[config.mk]
export PLATFORM = sky130hd
export DESIGN_NAME = rtc_counter
export DESIGN_NICKNAME = d
export VERILOG_FILES = /design/src/mmio_pkg.sv /design/src/rtc_counter.sv
export SDC_FILE = /design/constraint.sdc
export NUM_CORES = 1
export LEC_CHECK = 0
export CORE_UTILIZATION = 50
export DETAILED_ROUTE_END_ITERATION = 6
export DONT_BUFFER_PORTS = 1
export REMOVE_ABC_BUFFERS = 1
export SLEW_MARGIN = 20
export SYNTH_ARGS = -nofsm -noshare
export SYNTH_HDL_FRONTEND = slang
export SYNTH_SLANG_ARGS = --single-unit
[constraint.sdc]
create_clock -name clk -period 2.9 [get_ports clk]
set_input_delay 0.145 -clock clk [delete_from_list [all_inputs] [get_ports clk]]
set_output_delay 0.145 -clock clk [all_outputs]
set_load 0.02 [all_outputs]
[src/mmio_pkg.sv]
`default_nettype none

package mmio_pkg;

    // ##############################
    // Data path widths
    // ##############################

    localparam int reg_width  = 64; // Load and store data
    localparam int addr_width = 64; // Load and store addresses
    localparam int kb_width   = 8;  // One keyboard scan code
    localparam int swt_width  = 8;
    localparam int seg_width  = 32; // Eight hex digits on the seven-segment display
    localparam int led_width  = 16;
    localparam int rtc_width  = 64; // Microseconds since reset

    // ##############################
    // Address map
    // ##############################

    // Data RAM window, aligned to its own size
    localparam logic [31:0] ram_base = 32'h8000_0000;
    localparam logic [31:0] ram_len  = 32'd4096;     // Bytes
    localparam int ram_index_width   = 9;            // Doubleword index into ram_len

    // Each peripheral owns one doubleword
    localparam logic [31:0] kbd_addr = 32'ha000_0060; // Read pops one scan code
    localparam logic [31:0] swt_addr = 32'ha000_0070;
    localparam logic [31:0] rtc_addr = 32'ha000_0048;
    localparam logic [31:0] seg_addr = 32'ha000_0080; // Write only
    localparam logic [31:0] led_addr = 32'ha000_0090; // Write only
    localparam logic [31:0] peri_len = 32'd8;

    // ##############################
    // Store width codes
    // ##############################

    localparam int wdt_width = 2;

    localparam logic [wdt_width-1:0] wdt_byte  = 2'd0;
    localparam logic [wdt_width-1:0] wdt_half  = 2'd1;
    localparam logic [wdt_width-1:0] wdt_word  = 2'd2;
    localparam logic [wdt_width-1:0] wdt_dword = 2'd3;

    // Peripheral sizing
    localparam int kbd_depth   = 8;  // Scan codes held before new ones are dropped
    localparam int clks_per_us = 25; // Cycles of the 40 ns clock in one microsecond

    // One RAM doubleword, seen whole or as byte lanes
    // Lane 0 is the least significant byte
    typedef union packed {
        logic [reg_width-1:0]          dword;
        logic [reg_width/8-1:0][7:0]   lanes;
    } mem_word_u;

endpackage

`default_nettype wire

[src/rtc_counter.sv]
`default_nettype none
`timescale 1ns/1ps

module rtc_counter (
    input  wire                               clk,
    input  wire                               reset,
    output logic [mmio_pkg::rtc_width-1:0]    count   // Microseconds since reset
);

    logic [$clog2(mmio_pkg::clks_per_us)-1:0] prescale;
    logic                                     tick;

    // One pulse on the last cycle of every microsecond
    assign tick = (prescale == mmio_pkg::clks_per_us - 1);

    always_ff @(posedge clk) begin
        if (reset) begin
            prescale <= '0;
            count    <= '0;
        end else begin
            if (tick) begin
                prescale <= '0;
                count    <= count + 1'b1; // Wraps only after several hundred thousand years
            end else begin
                prescale <= prescale + 1'b1;
            end
        end
    end

endmodule

`default_nettype wire

==> flow_summary.yaml <==
sta:
  report.final.slew_viol_count: 0
  setup_violations: 0
  min_period_ns: 2.43
  skew_ns: 0.00851
  final.setup.worst_slack_ns: 0.471
  hold_viol: 0
  finalCritPeriodShare: 0.838
  tns_ns: 0
  max_freq_mhz: 412
  worstMarginPinSlew_ns: 0.513
  rsz0062_at_grt: "false"
  max_slew_margin: 0.657
pwr:
  comb_power_share: 0.017
  peakVddDrop_mv: 0.265
  p_switching_w: 0.000366
  p_clk_frac: 0.434
  netSwitchingFraction: 0.211
  p_seq_frac: 0.549
  power.leakage_nw: 1.17
  powerDensity_nw_per_um2: 475
  p_int_w: 0.00137
finish:
  layout_commonest_cell: "dfxtp_1"
  diodes: 0
  layout-drive-gt1-share: 0.0829
  nets: 412
  area_growth_pct: 10.7
  layout_common_cells: "dfxtp_1 (69), nor2_1 (48), nand4_1 (38)"
clocking:
  cts_setup_buffers: 0
  cts_tree: "built"
  htree_levels: 3
  clkTransAtPathRegs_ns: 0.07
  cts_buffers: 9
  clock_latency_ns: 0.34
  cts.sinks: 69
  clockBufferDepth: 2
  root_buffer: "clkbuf_8"
die:
  core_um2: 6390
  dieHeight_um: 83.3
  die-area_um2: 6950
  fp.dieW_um: 83.3
  num_io_pins: 66
  floorplan.initialDensity: 0.518
  rows: 29
min_path:
  hold_start: "reset"
  hp-class: "input pin to flip-flop"
  whs_path_depth: 2
  worst_hold_path.endpoint: "prescale[1]"
synthesis:
  synth.distinct_cells: 34
  synth_edf_count: 0
  synth_top_family_by_area: "simple AND/OR/NAND/NOR gates"
  ys_ff_latch: 69
  ys.flop_type: "dfxtp_1"
  synth.area.mux_share: 0.00303
  postSynthAreaPerCell_um2: 8.38
  synth_compound_area_frac: 0.0991
  seq_area_frac_synth: 0.418
  synth_simple_gate_area_share: 0.342
  async_flop_share: 0
  yosys.area_share.adder: 0.0113
  synth_xor_area_frac: 0.0953
  syn-cell-area_um2: 3310
  synthCells: 395
  yosysWarnings: 0
setup_path:
  crit_path_frequent_cell: "nand4_1"
  rr_endpoint: "count[61]"
  arrival_ns: 2.65
  cpLargestDelayFamily: "simple AND/OR/NAND/NOR gates"
  cp_num_buf_inv: 0
  timing.rr.start: "count[3]"
  required_ns: 3.12
  max_stage_delay_ns: 0.54
  endpoint_kind: "flip-flop"
  slowest_stage: "dfxtp_1"
  crit_chain: "nand4_1 -> nor4_4 -> nand4_1 -> o41ai_1 -> a21oi_1"
  reg2reg_slack_ns: 0.47
  critPathLaunchType: "flip-flop"
  path_max_fanout: 9
  rr_worst_depth: 5
  crit_type: "flip-flop to flip-flop"
drt:
  routed_wl_um: 7890
  vias: 2948
  dr.pass1.iters: 5
  drc: 0
  ant_nets: 0
  wl_per_cell_um: 16.2
  viasPerCell: 6.05
  drt_iter0_drc: 130
global_route:
  grt_max_degree: 66
  antenna_found_initial: 0
  grt_overflow: 0
  grt_pass1_vias: 2776
  grt_pass1_wl_um: 13400
  grt_use_total: 0.240
place:
  dpl.hpwl_um: 5520
  gp_congestion: 0.820
  port_buffers: 0
  pre_cts_slack_ns: 0.445
run_status:
  status: "finished clean"
run:
  cap_violations: 0
==> flip-flops by register name (all words and copies together) (netlist names) <==
signal and count:
count 64, prescale 5
==> layout make-up <==
type / count / area, µm²
Fill cell: 594 / 2730
Sequential cell: 69 / 1380
Tap cell: 77 / 96.3
Clock buffer: 12 / 145
Inverter: 15 / 56.3
Timing Repair Buffer: 14 / 125
Clock inverter: 2 / 35.0
Multi-Input combinational cell: 298 / 1820
==> per-stage QoR <==
stage	total power [W]	std cells	util	cell area [µm²]	hold WS [ns]
6_report	0.00174	487	0.573	3660	0.0474
5_1_grt	0.00180	487	0.573	3660	0.0697
4_1_cts	0.00176	487	0.573	3660	0.0390
3_5_place_dp	0.000989	472	0.541	3450	0.224
3_3_place_gp	0.000988	472	0.541	3450	0.223
2_1_floorplan	0.000986	382	-	3260	0.214
==> power by group through the flow <==
stage | clock network (W) | registers, W | logic, W
6_report | 0.000754 | 0.000954 | 0.0000299
5_1_grt | 0.000808 | 0.000954 | 0.0000334
4_1_cts | 0.000770 | 0.000954 | 0.0000309
3_5_place_dp | 0 | 0.000976 | 0.0000127
3_3_place_gp | 0 | 0.000976 | 0.0000122
2_1_floorplan | 0 | 0.000975 | 0.0000111
==> synth_stat cells (2+ instances only) <==
| cell | n | area (µm²) |
|---|---|---|
| o21ai_0 | 23 | 115 |
| nand3_1 | 19 | 95.1 |
| nor4_4 | 2 | 42.5 |
| or3_1 | 19 | 119 |
| nand4b_1 | 3 | 26.3 |
| nand4_1 | 38 | 238 |
| nor4_1 | 7 | 43.8 |
| dfxtp_1 | 69 | 1380 |
| ha_1 | 3 | 37.5 |
| clkbuf_1 | 12 | 45.0 |
| and3_1 | 8 | 50.1 |
| nand2_1 | 21 | 78.8 |
| xor2_1 | 20 | 175 |
| and2_1 | 2 | 12.5 |
| nor4_2 | 2 | 25.0 |
| o31ai_1 | 4 | 30.0 |
| nor3_1 | 10 | 50.1 |
| inv_1 | 15 | 56.3 |
| and4_1 | 8 | 70.1 |
| or4_1 | 5 | 37.5 |
| xnor2_1 | 16 | 140 |
| nor2_1 | 48 | 180 |
| a21oi_1 | 30 | 150 |
==> worst max-delay path by stage <==
stage	startpoint	end	depth (start not counted)	slack [ns]
global placement	count[3]	count[61]	5	0.54
floorplan	count[0]	count[48]	6	0.50
CTS	count[3]	count[61]	5	0.45
detailed placement	count[3]	count[61]	5	0.45
global route	count[3]	count[61]	5	0.26
finish	count[3]	count[61]	5	0.47
==> cell families after synthesis <==
kind of cell | Yosys count
flops | 69
fa+ha+maj | 3
buf+inv | 28
compound gates | 61
mux | 1
xor+xnor | 36
simple gates | 197
==> timing repair <==
| item | CTS | global route |
|---|---|---|
| gates resized for setup | 0 | 0 |
| hold endpoints to repair | 65 | 0 |
| hold buffers | 1 | 0 |
==> routing by layer <==
metal | GRT usage | routed length (µm) | up-vias
met5 | 0 | 0 | -
met1 | 0.311 | 3500 | 1375
met4 | 0.138 | 167 | 0
li1 | - | - | 1467
met3 | 0.0596 | 622 | 14
met2 | 0.363 | 3590 | 92
Power figures use the tool's default switching activity.
