==> src/mmio_pkg.sv <==
`default_nettype none

package mmio_pkg;

    // ##############################
    // Data path widths
    // ##############################

    localparam int reg_width  = 64; // Load and store data
    localparam int addr_width = 64; // Load and store addresses
    localparam int kb_width   = 8;  // One keyboard scan code
    localparam int swt_width  = 8;
    localparam int seg_width  = 32; // Eight hex digits on the seven-segment display
    localparam int led_width  = 16;
    localparam int rtc_width  = 64; // Microseconds since reset

    // ##############################
    // Address map
    // ##############################

    // Data RAM window, aligned to its own size
    localparam logic [31:0] ram_base = 32'h8000_0000;
    localparam logic [31:0] ram_len  = 32'd4096;     // Bytes
    localparam int ram_index_width   = 9;            // Doubleword index into ram_len

    // Each peripheral owns one doubleword
    localparam logic [31:0] kbd_addr = 32'ha000_0060; // Read pops one scan code
    localparam logic [31:0] swt_addr = 32'ha000_0070;
    localparam logic [31:0] rtc_addr = 32'ha000_0048;
    localparam logic [31:0] seg_addr = 32'ha000_0080; // Write only
    localparam logic [31:0] led_addr = 32'ha000_0090; // Write only
    localparam logic [31:0] peri_len = 32'd8;

    // ##############################
    // Store width codes
    // ##############################

    localparam int wdt_width = 2;

    localparam logic [wdt_width-1:0] wdt_byte  = 2'd0;
    localparam logic [wdt_width-1:0] wdt_half  = 2'd1;
    localparam logic [wdt_width-1:0] wdt_word  = 2'd2;
    localparam logic [wdt_width-1:0] wdt_dword = 2'd3;

    // Peripheral sizing
    localparam int kbd_depth   = 8;  // Scan codes held before new ones are dropped
    localparam int clks_per_us = 25; // Cycles of the 40 ns clock in one microsecond

    // One RAM doubleword, seen whole or as byte lanes
    // Lane 0 is the least significant byte
    typedef union packed {
        logic [reg_width-1:0]          dword;
        logic [reg_width/8-1:0][7:0]   lanes;
    } mem_word_u;

endpackage

`default_nettype wire

==> src/kbd_fifo.sv <==
`default_nettype none
`timescale 1ns/1ps

module kbd_fifo (
    input  wire                             clk,
    input  wire                             reset,
    input  wire [mmio_pkg::kb_width-1:0]    push_code,
    input  wire                             push_valid,
    input  wire                             pop,
    output logic [mmio_pkg::kb_width-1:0]   head_code,
    output logic                            not_empty
);

    logic [mmio_pkg::kb_width-1:0]            buffer [mmio_pkg::kbd_depth];
    logic [$clog2(mmio_pkg::kbd_depth)-1:0]   wr_ptr;
    logic [$clog2(mmio_pkg::kbd_depth)-1:0]   rd_ptr;
    logic [$clog2(mmio_pkg::kbd_depth+1)-1:0] fill;   // Codes currently held

    logic push_ok;
    logic pop_ok;

    // A full queue drops the incoming code, even when a pop frees a slot this cycle
    assign push_ok = push_valid && (fill != mmio_pkg::kbd_depth);
    assign pop_ok  = pop && not_empty;

    assign not_empty = (fill != '0);
    assign head_code = buffer[rd_ptr]; // Oldest code, valid while not_empty

    always_ff @(posedge clk) begin
        if (push_ok) begin
            buffer[wr_ptr] <= push_code;
        end
    end

    always_ff @(posedge clk) begin
        if (reset) begin
            wr_ptr <= '0;
            rd_ptr <= '0;
            fill   <= '0;
        end else begin
            if (push_ok) begin
                wr_ptr <= (wr_ptr == mmio_pkg::kbd_depth - 1) ? '0 : wr_ptr + 1'b1;
            end
            if (pop_ok) begin
                rd_ptr <= (rd_ptr == mmio_pkg::kbd_depth - 1) ? '0 : rd_ptr + 1'b1;
            end

            // Simultaneous push and pop leaves the fill level alone
            case ({push_ok, pop_ok})
                2'b10:   fill <= fill + 1'b1;
                2'b01:   fill <= fill - 1'b1;
                default: fill <= fill;
            endcase
        end
    end

endmodule

`default_nettype wire

==> config.mk <==
export PLATFORM = sky130hd
export DESIGN_NAME = kbd_fifo
export DESIGN_NICKNAME = d
export VERILOG_FILES = /design/src/mmio_pkg.sv /design/src/kbd_fifo.sv
export SDC_FILE = /design/constraint.sdc
export NUM_CORES = 1
export LEC_CHECK = 0
export BUFFER_PORTS_ARGS = -buffer_cell sky130_fd_sc_hd__buf_2
export CAP_MARGIN = 30
export CORE_AREA = 2 2 92 94
export CTS_BUF_LIST = sky130_fd_sc_hd__clkbuf_4 sky130_fd_sc_hd__clkbuf_8 sky130_fd_sc_hd__clkbuf_16
export DETAILED_ROUTE_END_ITERATION = 10
export DIE_AREA = 0 0 94 96
export PLACE_DENSITY = 0.52
export SLEW_MARGIN = 20
export SYNTH_ARGS = -nofsm -noshare
export SYNTH_HDL_FRONTEND = slang
export SYNTH_SLANG_ARGS = --single-unit
export TNS_END_PERCENT = 50
==> constraint.sdc <==
create_clock -name clk -period 2.84 [get_ports clk]
set_input_delay 0.426 -clock clk [delete_from_list [all_inputs] [get_ports clk]]
set_output_delay 0.426 -clock clk [all_outputs]
set_load 0.01 [all_outputs]
==> metrics.txt <==
outcome completed; HP Class input port to flip-flop; Pwr per Cell Area 786.6 nW/um^2; Syn Inst Count 169; DRT iter0 DRCs 38; slowest cell on the critical path or4_4; initial antenna violation count 0; Synth Area per Inst 18.66 sq um; Worst-Skew Late Latency 0.33 ns; fmax 381.6 MHz; setup_tns 0 ns; Row Count 33; clock sink count 77; routability cong. 0.7308; commonest non-fill, non-tap cell in the layout edfxtp_1; first-pass GRT wire length 8.783 mm; Fin. Hold Viols 0; Post-CTS Resized 0; grt ovf 0; arrival time worst endpoint 2.89 ns; Yosys Warn Count 0; Inst Count DP 298; Final Slew Violations 0; final net count 223; CTS buffer count 9; DIE AREA 9024 sq um; Synth Cell Area 3154 sq um; Die Wd 94 um; Worst EP required 3.10 ns; DR vias 1582; maxcap violations 0; endpoint type of the worst setup path flip-flop; GRT Resource Usage Total 13.86%; Initial Util 39.18%; Seq/Total Area, Yosys 69.18%; met2 Usage GRT 23.10%; busiest grt layer met2; worst-path fanout max 7; Layout area overhead 12.53%; diode count 0; Detailed Place HPWL 3.573 mm; core area 8051 sq um; GRT met3 Usage 2.819%; stage delay of the slowest cell on the critical path 0.58 ns; Via density 5.071; setup violators final 0; Post-CTS Setup Inserts 0; M1 GR Usage 17.03%; critical path class flip-flop to flip-flop; Routed Antenna Nets 0; post-route minimum period 2.621 ns; post-synthesis register bit count 77; Worst IR Drop VDD 0.2446 mV; Port Buf Inserts 20; largest net degree at the start of global routing 17; Leak 1.224 nW; most frequent cells in the layout edfxtp_1, buf_2, dfxtp_1; startpoint types flip-flop; number of global-route vias before repair 1661; WL per Instance 17.84 um; RSZ-0062 raised after global routing false; synthesized netlist net count 188; layout cell share with drive strength beyond 1 31.88%; CTS tree built; fin crit share 92.28%; Die Y 96 um; H-tree Lvls 3; non-filler cells, final 312; max_slew headroom 67.84%; crit-path cells or4_4, nand2_1, inv_1, ha_1, xor2_1, ha_1, a21oi_1, xor2_1, or3_1, a21oi_1; # DRC 0; Pre-antenna DRT Iters 4; Max Clock Skew 0.006025 ns; Distinct cells, synth 30; hold slack 0.3625 ns; final WL 5.566 mm; number of hold buffers added after cts 0; Worst-path clk slew 0.07 ns; I/O pin cnt 21; Root Buffer clkbuf_8; worst-case clock buffer depth 2; worst slew pin tran 0.4817 ns
[kinds of logic after synthesis]
kind of cell	share of synthesized area, %
flip-flops	69.18
AND/OR/NAND/NOR	5.514
multiplexers	16.42
AO/OA/AOI/OAI	2.618
buffers and inverters	2.658
adder cells (fa/ha/maj)	2.777
XOR/XNOR	0.8332
[final cells by class]
type / instances / area (sq um)
fill: 739 / 4502
sequential: 77 / 2182
multi-input combinational: 82 / 888.4
timing repair buffer: 31 / 182.7
clock buffer: 11 / 138.9
tap: 105 / 131.4
clock inverter: 3 / 15.01
inverter: 3 / 11.26
[metal layers]
layer | wire length, um | share of wire, % | vias up
li1 | - | - | 738
met2 | 2925 | 53 | 25
met1 | 2390 | 43 | 813
met4 | 77 | 1.4 | 0
met3 | 172 | 3.1 | 6
met5 | 0 | 0 | -
[worst max-delay path: cells and delay by family (launching register included)]
family | cells | cell delay (ns)
buffers and inverters | 1 | 0.08
adder cells (fa/ha/maj) | 2 | 0.45
XOR/XNOR | 2 | 0.27
AND/OR/NAND/NOR | 3 | 1.05
AO/OA/AOI/OAI | 2 | 0.31
flip-flops | 1 | 0.39
[state kept, by name, indices dropped and copies added (netlist names), named ones only]
signal	cells
fill	4
rd_ptr	3
buffer	64
wr_ptr	3
[metrics by stage]
step	util [%]	instance area (sq um)	power (mW)	setup slack, ns
finish	44.09	3550	2.792	0.2192
global route	44.09	3550	2.948	0.06202
CTS	44.09	3550	2.837	0.2097
detailed placement	42.18	3396	2.157	0.2356
global placement	42.18	3396	2.108	0.3878
floorplan	-	3154	1.975	0.3853
[report_power, final]
part | internal [mW] | switching, mW
clock network | 0.322 | 0.356
registers | 1.32 | 0.0711
logic | 0.374 | 0.350
[worst paths after layout]
| check | start | slack [ns] | to | cells after the start |
|---|---|---|---|---|
| hold reg to reg | rd_ptr[1] | 0.50 | rd_ptr[1] | 2 |
| setup / recovery | fill[1] | 0.22 | fill[2] | 10 |
| setup reg to reg | fill[1] | 0.22 | fill[2] | 10 |
| hold / removal | push_code[5] | 0.36 | buffer[1][5] | 1 |
[cell usage after synthesis]
master / count / share of area, %
edfxtp_1: 64 / 61
dfxtp_1: 13 / 8.3
mux2_2: 9 / 3.2
mux4_2: 9 / 6.4
nor2_1: 9 / 1.1
a21oi_1: 8 / 1.3
ha_1: 7 / 2.8
mux4_1: 7 / 5.8
nand2_1: 6 / 0.71
nor3_1: 4 / 0.63
buf_6: 3 / 1.1
inv_1: 3 / 0.36
mux2i_1: 3 / 0.95
nand2b_1: 3 / 0.60
xor2_1: 3 / 0.83
clkbuf_8: 2 / 0.87
nand3_1: 2 / 0.32
or3_1: 2 / 0.40
a211o_2: 1 / 0.32
buf_4: 1 / 0.24
clkbuf_1: 1 / 0.12
nand3b_1: 1 / 0.24
nor3b_1: 1 / 0.24
nor4_1: 1 / 0.20
nor4bb_1: 1 / 0.32
o21ai_0: 1 / 0.16
o41ai_4: 1 / 0.87
or2_2: 1 / 0.20
or3_2: 1 / 0.24
or4_4: 1 / 0.36
Note: power is estimated with default switching activity, not from simulation.
