## src/mmio_pkg.sv

```systemverilog
`default_nettype none

package mmio_pkg;

    // ##############################
    // Data path widths
    // ##############################

    localparam int reg_width  = 64; // Load and store data
    localparam int addr_width = 64; // Load and store addresses
    localparam int kb_width   = 8;  // One keyboard scan code
    localparam int swt_width  = 8;
    localparam int seg_width  = 32; // Eight hex digits on the seven-segment display
    localparam int led_width  = 16;
    localparam int rtc_width  = 64; // Microseconds since reset

    // ##############################
    // Address map
    // ##############################

    // Data RAM window, aligned to its own size
    localparam logic [31:0] ram_base = 32'h8000_0000;
    localparam logic [31:0] ram_len  = 32'd4096;     // Bytes
    localparam int ram_index_width   = 9;            // Doubleword index into ram_len

    // Each peripheral owns one doubleword
    localparam logic [31:0] kbd_addr = 32'ha000_0060; // Read pops one scan code
    localparam logic [31:0] swt_addr = 32'ha000_0070;
    localparam logic [31:0] rtc_addr = 32'ha000_0048;
    localparam logic [31:0] seg_addr = 32'ha000_0080; // Write only
    localparam logic [31:0] led_addr = 32'ha000_0090; // Write only
    localparam logic [31:0] peri_len = 32'd8;

    // ##############################
    // Store width codes
    // ##############################

    localparam int wdt_width = 2;

    localparam logic [wdt_width-1:0] wdt_byte  = 2'd0;
    localparam logic [wdt_width-1:0] wdt_half  = 2'd1;
    localparam logic [wdt_width-1:0] wdt_word  = 2'd2;
    localparam logic [wdt_width-1:0] wdt_dword = 2'd3;

    // Peripheral sizing
    localparam int kbd_depth   = 8;  // Scan codes held before new ones are dropped
    localparam int clks_per_us = 25; // Cycles of the 40 ns clock in one microsecond

    // One RAM doubleword, seen whole or as byte lanes
    // Lane 0 is the least significant byte
    typedef union packed {
        logic [reg_width-1:0]          dword;
        logic [reg_width/8-1:0][7:0]   lanes;
    } mem_word_u;

endpackage

`default_nettype wire

```

## src/mmio.sv

```systemverilog
`default_nettype none
`timescale 1ns/1ps

module mmio (
    input  wire                                   clk,
    input  wire                                   reset,
    input  wire [mmio_pkg::addr_width-1:0]        mem_raddr,
    input  wire [mmio_pkg::addr_width-1:0]        mem_waddr,
    input  wire [mmio_pkg::reg_width-1:0]         mem_wdata,
    input  wire                                   mem_wen,
    input  wire                                   mem_ren,
    input  wire [mmio_pkg::wdt_width-1:0]         wdt_op,
    input  wire [mmio_pkg::reg_width-1:0]         ram_rdata,
    input  wire [mmio_pkg::kb_width-1:0]          kb_rdata,  // Head of the keyboard queue
    input  wire                                   kb_ready,
    input  wire [mmio_pkg::swt_width-1:0]         swt_rdata,
    input  wire [mmio_pkg::rtc_width-1:0]         rtc_count,
    output logic [mmio_pkg::reg_width-1:0]        mem_rdata,
    output logic                                  sig_rd_kb, // Pops the queue at the next edge
    output logic [mmio_pkg::ram_index_width-1:0]  ram_raddr_index,
    output logic [mmio_pkg::ram_index_width-1:0]  ram_waddr_index,
    output logic [2:0]                            ram_byte_off,
    output logic                                  ram_wen,
    output logic [mmio_pkg::reg_width-1:0]        ram_wdata,
    output logic [mmio_pkg::wdt_width-1:0]        ram_wdt_op,
    output logic [mmio_pkg::seg_width-1:0]        seg_wdata,
    output logic [mmio_pkg::led_width-1:0]        led_wdata
);

    // True when addr falls in [base, base + len)
    function automatic logic in_window(
        input logic [mmio_pkg::addr_width-1:0] addr,
        input logic [mmio_pkg::addr_width-1:0] base,
        input logic [mmio_pkg::addr_width-1:0] len
    );
        return (addr >= base) && (addr < base + len);
    endfunction

    logic rd_ram;
    logic wr_ram;

    assign rd_ram = in_window(mem_raddr, mmio_pkg::ram_base, mmio_pkg::ram_len);
    assign wr_ram = in_window(mem_waddr, mmio_pkg::ram_base, mmio_pkg::ram_len);

    // ##############################
    // Load path
    // ##############################

    // The RAM window is aligned, so the index comes straight from the address bits
    assign ram_raddr_index = mem_raddr[3 +: mmio_pkg::ram_index_width];

    always_comb begin
        mem_rdata = '0; // Unmapped and write-only addresses read zero
        sig_rd_kb = 1'b0;
        if (mem_ren) begin
            if (rd_ram) begin
                mem_rdata = ram_rdata;
            end else if (in_window(mem_raddr, mmio_pkg::kbd_addr, mmio_pkg::peri_len)) begin
                // An empty queue reads zero and nothing is popped
                if (kb_ready) begin
                    sig_rd_kb                          = 1'b1;
                    mem_rdata[mmio_pkg::kb_width-1:0]  = kb_rdata;
                end
            end else if (in_window(mem_raddr, mmio_pkg::swt_addr, mmio_pkg::peri_len)) begin
                mem_rdata[mmio_pkg::swt_width-1:0] = swt_rdata;
            end else if (in_window(mem_raddr, mmio_pkg::rtc_addr, mmio_pkg::peri_len)) begin
                mem_rdata[mmio_pkg::rtc_width-1:0] = rtc_count;
            end
        end
    end

    // ##############################
    // Store path
    // ##############################

    assign ram_waddr_index = mem_waddr[3 +: mmio_pkg::ram_index_width];
    assign ram_byte_off    = mem_waddr[2:0];
    assign ram_wen         = mem_wen && wr_ram;
    assign ram_wdata       = mem_wdata;
    assign ram_wdt_op      = wdt_op;

    // Output registers take the low bits of the store whatever its width code
    always_ff @(posedge clk) begin
        if (reset) begin
            seg_wdata <= '0;
            led_wdata <= '0;
        end else if (mem_wen) begin
            if (in_window(mem_waddr, mmio_pkg::seg_addr, mmio_pkg::peri_len)) begin
                seg_wdata <= mem_wdata[mmio_pkg::seg_width-1:0];
            end else if (in_window(mem_waddr, mmio_pkg::led_addr, mmio_pkg::peri_len)) begin
                led_wdata <= mem_wdata[mmio_pkg::led_width-1:0];
            end
        end
    end

endmodule

`default_nettype wire

```

## config.mk

```make
export PLATFORM = sky130hd
export DESIGN_NAME = mmio
export DESIGN_NICKNAME = d
export VERILOG_FILES = /design/src/mmio_pkg.sv /design/src/mmio.sv
export SDC_FILE = /design/constraint.sdc
export NUM_CORES = 1
export LEC_CHECK = 0
export ABC_AREA = 1
export BUFFER_PORTS_ARGS = -buffer_cell sky130_fd_sc_hd__buf_4
export CORE_AREA = 4 4 212 214
export DETAILED_ROUTE_END_ITERATION = 16
export DIE_AREA = 0 0 216 218
export HOLD_SLACK_MARGIN = 0.1
export MAX_ROUTING_LAYER = met4
export SLEW_MARGIN = 0
export SYNTH_ARGS = -nofsm -noshare
export SYNTH_HDL_FRONTEND = slang
export SYNTH_SLANG_ARGS = --single-unit
```

## constraint.sdc

```tcl
create_clock -name clk -period 4.3 [get_ports clk]
set_clock_uncertainty 0.1 [all_clocks]
set_input_delay 0 -clock clk [delete_from_list [all_inputs] [get_ports clk]]
set_output_delay 0 -clock clk [all_outputs]
set_load 0.01 [all_outputs]
```

==> impl_metrics.ini, run 1 <==
[run]
number_of_maximum_capacitance_constraint_violations = 0

[logic_synthesis]
ys_warn_count = 0
post_synth.cell_area_avg_um2 = 5.99
synthDominantCellAreaShare_pct = 18.9
yosys-top-cells-area = sky130_fd_sc_hd__dfxtp_1, sky130_fd_sc_hd__nor2_1, sky130_fd_sc_hd__nand2_1
synth.ff_latch_count = 48
synthFlopType = sky130_fd_sc_hd__dfxtp_1
synth.lib_cells_used.distinct = 25
ys_seq_area_share_pct = 18.9
number_of_enable_type_register_cells_in_the_synthesized_netlist = 0
syn-cell-area_um2 = 5080
post_synth_inst_count = 848
yosys.cell_count.top_type = sky130_fd_sc_hd__nor2_1
synth_top_cell_by_area = sky130_fd_sc_hd__dfxtp_1
synth_fp_nets = 1191
fraction_of_registers_with_async_set_reset_pct = 0
yosys-top-cells-count = sky130_fd_sc_hd__nor2_1, sky130_fd_sc_hd__nand2_1, sky130_fd_sc_hd__buf_4

[hold_path]
hold_path.startpoint = mem_raddr[10]
worst_hold_path_type = input port to output port
worstHoldPathCells = 2
worst_hold_path.endpoint = ram_raddr_index[7]

[pwr]
vdd.ir_drop.worst_uv = 207
net-switching-power_uw = 334
power.density_cell_area_nw_per_um2 = 136
pwr-share-seq_pct = 34.9
p_leak_nw = 4.33
netSwitchingFraction_pct = 26.2
power.internal_uw = 941
power.total_mw = 1.28
clockPowerShare_pct = 30.5
power.combinational.fraction_pct = 34.6

[floorplanning]
initial_utilization_pct = 11.8
placeableCoreArea_um2 = 42900
die-area_um2 = 47100
rows = 76
die_h_um = 218
die_w_um = 216
top_level_ports = 544

[finish]
layout-drive-gt1-share_pct = 45.4
multi_input_comb_area_um2 = 3010
final_area_um2 = 9390
count_of_non_filler_cells_in_the_finished_layout = 1868
finish.utilization_pct = 21.9
n_antenna_cell = 0
post_layout_nets = 1625
area_delta_synth_final_pct = 84.8
final.fill_count = 4774
area.sequential_um2 = 961

[cts]
clock_sinks = 48
cts_made_buffers = 5
number_of_instances_resized_during_post_cts_repair = 0
cts_setup_buffers = 0
cts_root_buffer = sky130_fd_sc_hd__clkbuf_16
cts_buffer_depth = 2
cts_tree = built
clock_tree.htree_level_count = 2
clkLatencyLatePin_ps = 280

[routing]
drcViolationCount = 0
drt-total-wl_um = 28800
detail_route.wl_per_cell_um = 15.4
detail_route.vias_per_cell = 3.81
drt_first_iter_violations = 307
num_vias = 7119
final_antenna_net_count = 0
first_drt_pass_iteration_count = 5

[timing]
final_min_period_over_clock_period_pct = 74.3
period_needed_ps = 3200
final-setup-viol-count = 0
finalHoldWorstSlack_ps = 102
final_max_slew_viol_count = 0
max_freq_mhz = 313
timing.slew.headroom_pct = 24.9
finalHoldViolations = 0
setup-tns-final_ps = 0
max_slew.worst_pin.slew_ps = 1130
rsz_0062_raised_after_global_routing = no
post-route-worst-setup-slack_ps = 1100

[critical_path]
ff2ff_path_depth = 4
cpPeakStageDelay_ps = 560
worst_path_dominant_cell_family = buffers and inverters
crit_path_frequent_cell = sky130_fd_sc_hd__buf_4
worst_r2r_startpoint = led_wdata[10]
crit_path_end_kind = output port
critPathArrivalTime_ps = 3100
worstReg2RegEnd = led_wdata[10]
crit_path_top_delay_cell = sky130_fd_sc_hd__inv_2
timing.critical_path.fanout_max = 33
critPathRequiredTime_ps = 4200
setup.worst_path.start_class = input port
regToRegSetupSlack_ps = 3460
worstSetupPathType = input port to output port
crit_chain = dlygate4sd3_1 -> buf_4 -> nor2_1 -> nand2_1 -> nor2_1 -> nand3_1 -> nand2_1 -> nand2_2 -> inv_2 -> nor2_4 -> inv_2 -> buf_4 -> nand3_1 -> a21oi_1 -> buf_4
critical_path_buf_inv_count = 6

[placement]
hpwl_um = 23600
dpl-instance-area_um2 = 8480
placement.io_buffers = 469
place_inst = 1784
gpl.final_weighted_congestion = 0.956
post-place-ws_ps = 1500

[grt]
first_global_vias = 7095
first_pass_grt_wire_length_um = 41100
grt_antenna_before_repair = 4
grt_use_total_pct = 11.4
grt_remaining_overflow = 0
grt_start_max_net_pins = 49

[status]
run_status = finished, final reports clean
per-layer routing:
layer  vias up  GRT usage (%)  routed length, um
met5         -              -                  0
met4         0           3.18                869
met3        46           2.22               2430
met2       427           20.4              14500
met1      3187           12.9              11000
li1       3459              -                  -
power groups by stage:
stage / registers (mW) / logic, mW / clock network [mW]
after global placement: 0.455 / 0.368 / 0
after floorplan: 0.455 / 0.135 / 0
after detailed placement: 0.455 / 0.370 / 0
after CTS: 0.444 / 0.439 / 0.402
after global routing: 0.444 / 0.469 / 0.420
final: 0.444 / 0.441 / 0.389
layout make-up:
class                           count  area share, %
Clock buffer                        6           1.48
Tap cell                          585           7.79
Multi-Input combinational cell    623           32.0
Inverter                           49           1.96
Sequential cell                    48           10.2
Timing Repair Buffer              555           46.4
Clock inverter                      2          0.107
repair_timing:
action / 4_1_cts / 5_1_grt
hold buffers: 76 / 0
endpoints found under the hold margin: 104 / 0
endpoints found under the setup margin: 0 / 0
kinds of logic (layout without fill, tap and decap cells):
logic type	Yosys count	after routing	synth area share (%)
DFF	48	48	18.9
and+or+nand+nor	514	514	45.5
buffers and inverters	177	612	21.9
AOI/OAI and AO/OA	109	109	13.7
cell usage in the layout, fill, tap and decap left out, types with 26 or more instances in the layout:
cell	synthesis	routed
sky130_fd_sc_hd__buf_4	88	479
sky130_fd_sc_hd__nor2_1	220	220
sky130_fd_sc_hd__nand2_1	190	190
sky130_fd_sc_hd__dlygate4sd3_1	0	76
sky130_fd_sc_hd__dfxtp_1	48	48
sky130_fd_sc_hd__inv_1	44	43
sky130_fd_sc_hd__o21ai_0	42	42
sky130_fd_sc_hd__nand3_2	40	40
sky130_fd_sc_hd__a21oi_2	40	40
sky130_fd_sc_hd__nand3_1	34	34
sky130_fd_sc_hd__a21oi_1	26	26
worst max-delay path by stage:
stage / from / endpoint / slack, ps / cells after the start
finish: mem_raddr[9] / mem_rdata[18] / 1100 / 15
global route: mem_raddr[9] / mem_rdata[18] / 810 / 15
CTS: mem_raddr[9] / mem_rdata[18] / 1080 / 15
detailed placement: mem_raddr[49] / mem_rdata[15] / 1500 / 12
global placement: mem_raddr[44] / mem_rdata[15] / 1550 / 12
floorplan: mem_raddr[49] / mem_rdata[23] / 2790 / 13
state kept, by name, summed over array words and instances, names as in the netlist:
signal / count
seg_wdata: 32
led_wdata: 16
Power figures use the tool's default switching activity.
==> run 2: changes to the inputs <==
--- a/config.mk
+++ b/config.mk
@@ -7,9 +7,9 @@
 export LEC_CHECK = 0
 export ABC_AREA = 1
 export BUFFER_PORTS_ARGS = -buffer_cell sky130_fd_sc_hd__buf_4
-export CORE_AREA = 4 4 212 214
+export CORE_AREA = 4 4 208 210
 export DETAILED_ROUTE_END_ITERATION = 16
-export DIE_AREA = 0 0 216 218
+export DIE_AREA = 0 0 212 214
 export HOLD_SLACK_MARGIN = 0.1
 export MAX_ROUTING_LAYER = met4
 export SLEW_MARGIN = 0
==> constraint.sdc (replaced) <==
create_clock -name clk -period 2.75 [get_ports clk]
set_clock_uncertainty 0.1 [all_clocks]
set_input_delay 0 -clock clk [delete_from_list [all_inputs] [get_ports clk]]
set_output_delay 0 -clock clk [all_outputs]
set_load 0.01 [all_outputs]
==> run 2 against run 1 <==
Compared with the run above:
- critical path depth decreased by 1
- via count is 0.67% lower
- sequential share of layout area hardly changed
- total power rose by 57%
- register-to-register slack got worse by 1500 ps
- core utilization grew 0.77 points
- final area is 0.36% higher
- global-route usage about the same
- sequential power rose by 57%
- worst hold slack got worse by 3.9 ps
- combinational power grew 55%
==> impl_metrics.ini, run 2 (synthesized netlist as in run 1, its figures left out) <==
[timing]
finalHoldViolations = 0
finalHoldWorstSlack_ps = 98.2
rsz_0062_raised_after_global_routing = no
max_slew.worst_pin.slew_ps = 958
timing.slew.headroom_pct = 36.1
max_freq_mhz = 404
setup-tns-final_ps = 0
final-setup-viol-count = 0
period_needed_ps = 2480
final_max_slew_viol_count = 0
final_min_period_over_clock_period_pct = 90.0

[finish]
final.fill_count = 4640
largest_register = seg_wdata
final_cell_mix = sky130_fd_sc_hd__buf_4, sky130_fd_sc_hd__nor2_1, sky130_fd_sc_hd__nand2_1
area_delta_synth_final_pct = 85.5
post_layout_nets = 1633
multi_input_comb_area_um2 = 3010
area.sequential_um2 = 961
final_area_um2 = 9430
count_of_non_filler_cells_in_the_finished_layout = 1833
max_reg_flops = 32
layout_commonest_cell = sky130_fd_sc_hd__buf_4
layout-drive-gt1-share_pct = 45.8
reg.largest.list = seg_wdata (32), led_wdata (16)

[run]
number_of_maximum_capacitance_constraint_violations = 0

[critical_path]
regToRegSetupSlack_ps = 1970
setup.worst_path.start = mem_raddr[32]
critical_path.endpoint = mem_rdata[8]
ff2ff_path_depth = 4
setup.worst_path.start_class = input port
critPathArrivalTime_ps = 2380
worst_r2r_startpoint = led_wdata[12]
critPathRequiredTime_ps = 2650
crit_path_end_kind = output port
timing.critical_path.fanout_max = 24
worstSetupPathType = input port to output port
worstReg2RegEnd = led_wdata[12]

[cts]
clkLatencyLatePin_ps = 290
cts_tree = built
cts_root_buffer = sky130_fd_sc_hd__clkbuf_16
clock_tree.htree_level_count = 2
cts_made_buffers = 5
cts_setup_buffers = 0
clock_sinks = 48
number_of_instances_resized_during_post_cts_repair = 0
cts_buffer_depth = 2

[floorplanning]
placeableCoreArea_um2 = 41600
die_h_um = 214
die_w_um = 212
rows = 75
initial_utilization_pct = 12.2
top_level_ports = 544
die-area_um2 = 45400

[placement]
place_inst = 1747
gpl.final_weighted_congestion = 0.963
dpl-instance-area_um2 = 8520
hpwl_um = 23100
placement.io_buffers = 469

[grt]
grt_start_max_net_pins = 58
first_pass_grt_wire_length_um = 39800
first_global_vias = 6990
grt_use_total_pct = 11.4
grt_remaining_overflow = 0
grt_antenna_before_repair = 5

[routing]
first_drt_pass_iteration_count = 5
detail_route.vias_per_cell = 3.86
num_vias = 7071
drcViolationCount = 0
final_antenna_net_count = 0
drt_first_iter_violations = 358
drt-total-wl_um = 27900
detail_route.wl_per_cell_um = 15.2

[pwr]
vdd.ir_drop.worst_uv = 320
p_leak_nw = 4.36
power.density_cell_area_nw_per_um2 = 213

[hold_path]
worst_hold_path_type = input port to output port

[status]
run_status = finished, final reports clean
run 2: worst min-delay path by stage:
| stage | from | end | slack [ps] | depth (start not counted) |
|---|---|---|---|---|
| after global routing | mem_raddr[9] | ram_raddr_index[6] | 110 | 2 |
| after CTS | mem_raddr[9] | ram_raddr_index[6] | 100 | 2 |
| after detailed placement | mem_waddr[1] | ram_byte_off[1] | -100 | 0 |
| after floorplan | mem_waddr[0] | ram_byte_off[0] | -8 | 1 |
| final | mem_raddr[9] | ram_raddr_index[6] | 100 | 2 |
| after global placement | mem_waddr[1] | ram_byte_off[1] | -100 | 0 |
run 2: what timing repair did:
action	in CTS	in global routing
endpoints found under the setup margin	0	0
endpoints found under the hold margin	104	0
hold buffers	75	0
run 2: worst max-delay path, stage by stage:
cell,delay [ps]
sky130_fd_sc_hd__buf_4,110
sky130_fd_sc_hd__nor2_1,320
sky130_fd_sc_hd__nand2_1,90
sky130_fd_sc_hd__nor2_1,120
sky130_fd_sc_hd__nand2_1,90
sky130_fd_sc_hd__nor2_4,170
sky130_fd_sc_hd__nand2_2,180
sky130_fd_sc_hd__inv_2,110
sky130_fd_sc_hd__nor2_4,50
sky130_fd_sc_hd__inv_2,380
sky130_fd_sc_hd__buf_4,320
sky130_fd_sc_hd__nand3_1,120
sky130_fd_sc_hd__a21oi_1,160
sky130_fd_sc_hd__buf_4,160
run 2: stage by stage:
step                      power, mW  utilization, %  setup slack (ps)
after detailed placement       1.29            20.5               277
after global placement         1.29            20.5               282
final                          2.00            22.7               274
after floorplan               0.922               -              1240
after CTS                      2.02            22.7               281
after global routing           2.10            22.7              71.2
run 2: final cells by class:
| class | count | share of cell area, % |
|---|---|---|
| timing repair buffer | 563 | 47.1 |
| antenna | 3 | 0.0796 |
| clock buffer | 7 | 1.51 |
| multi-input combinational | 623 | 31.9 |
| clock inverter | 1 | 0.0796 |
| inverter | 49 | 1.95 |
| sequential | 48 | 10.2 |
| tap | 539 | 7.16 |
run 2: layer usage:
| metal | track usage, % | part of all wire (%) |
|---|---|---|
| met1 | 13.1 | 38 |
| met2 | 20.4 | 52 |
| met3 | 1.76 | 8.0 |
| met4 | 3.05 | 1.8 |
| met5 | - | 0 |
run 2: where the power goes:
| group | switching [mW] | total (mW) | leakage (nW) | internal (mW) |
|---|---|---|---|---|
| registers | 0.0000000000383 | 0.695 | 0.386 | 0.695 |
| clock network | 0.262 | 0.625 | 0.0702 | 0.363 |
| logic | 0.266 | 0.685 | 3.91 | 0.419 |
| total | 0.528 | 2.00 | 4.36 | 1.48 |
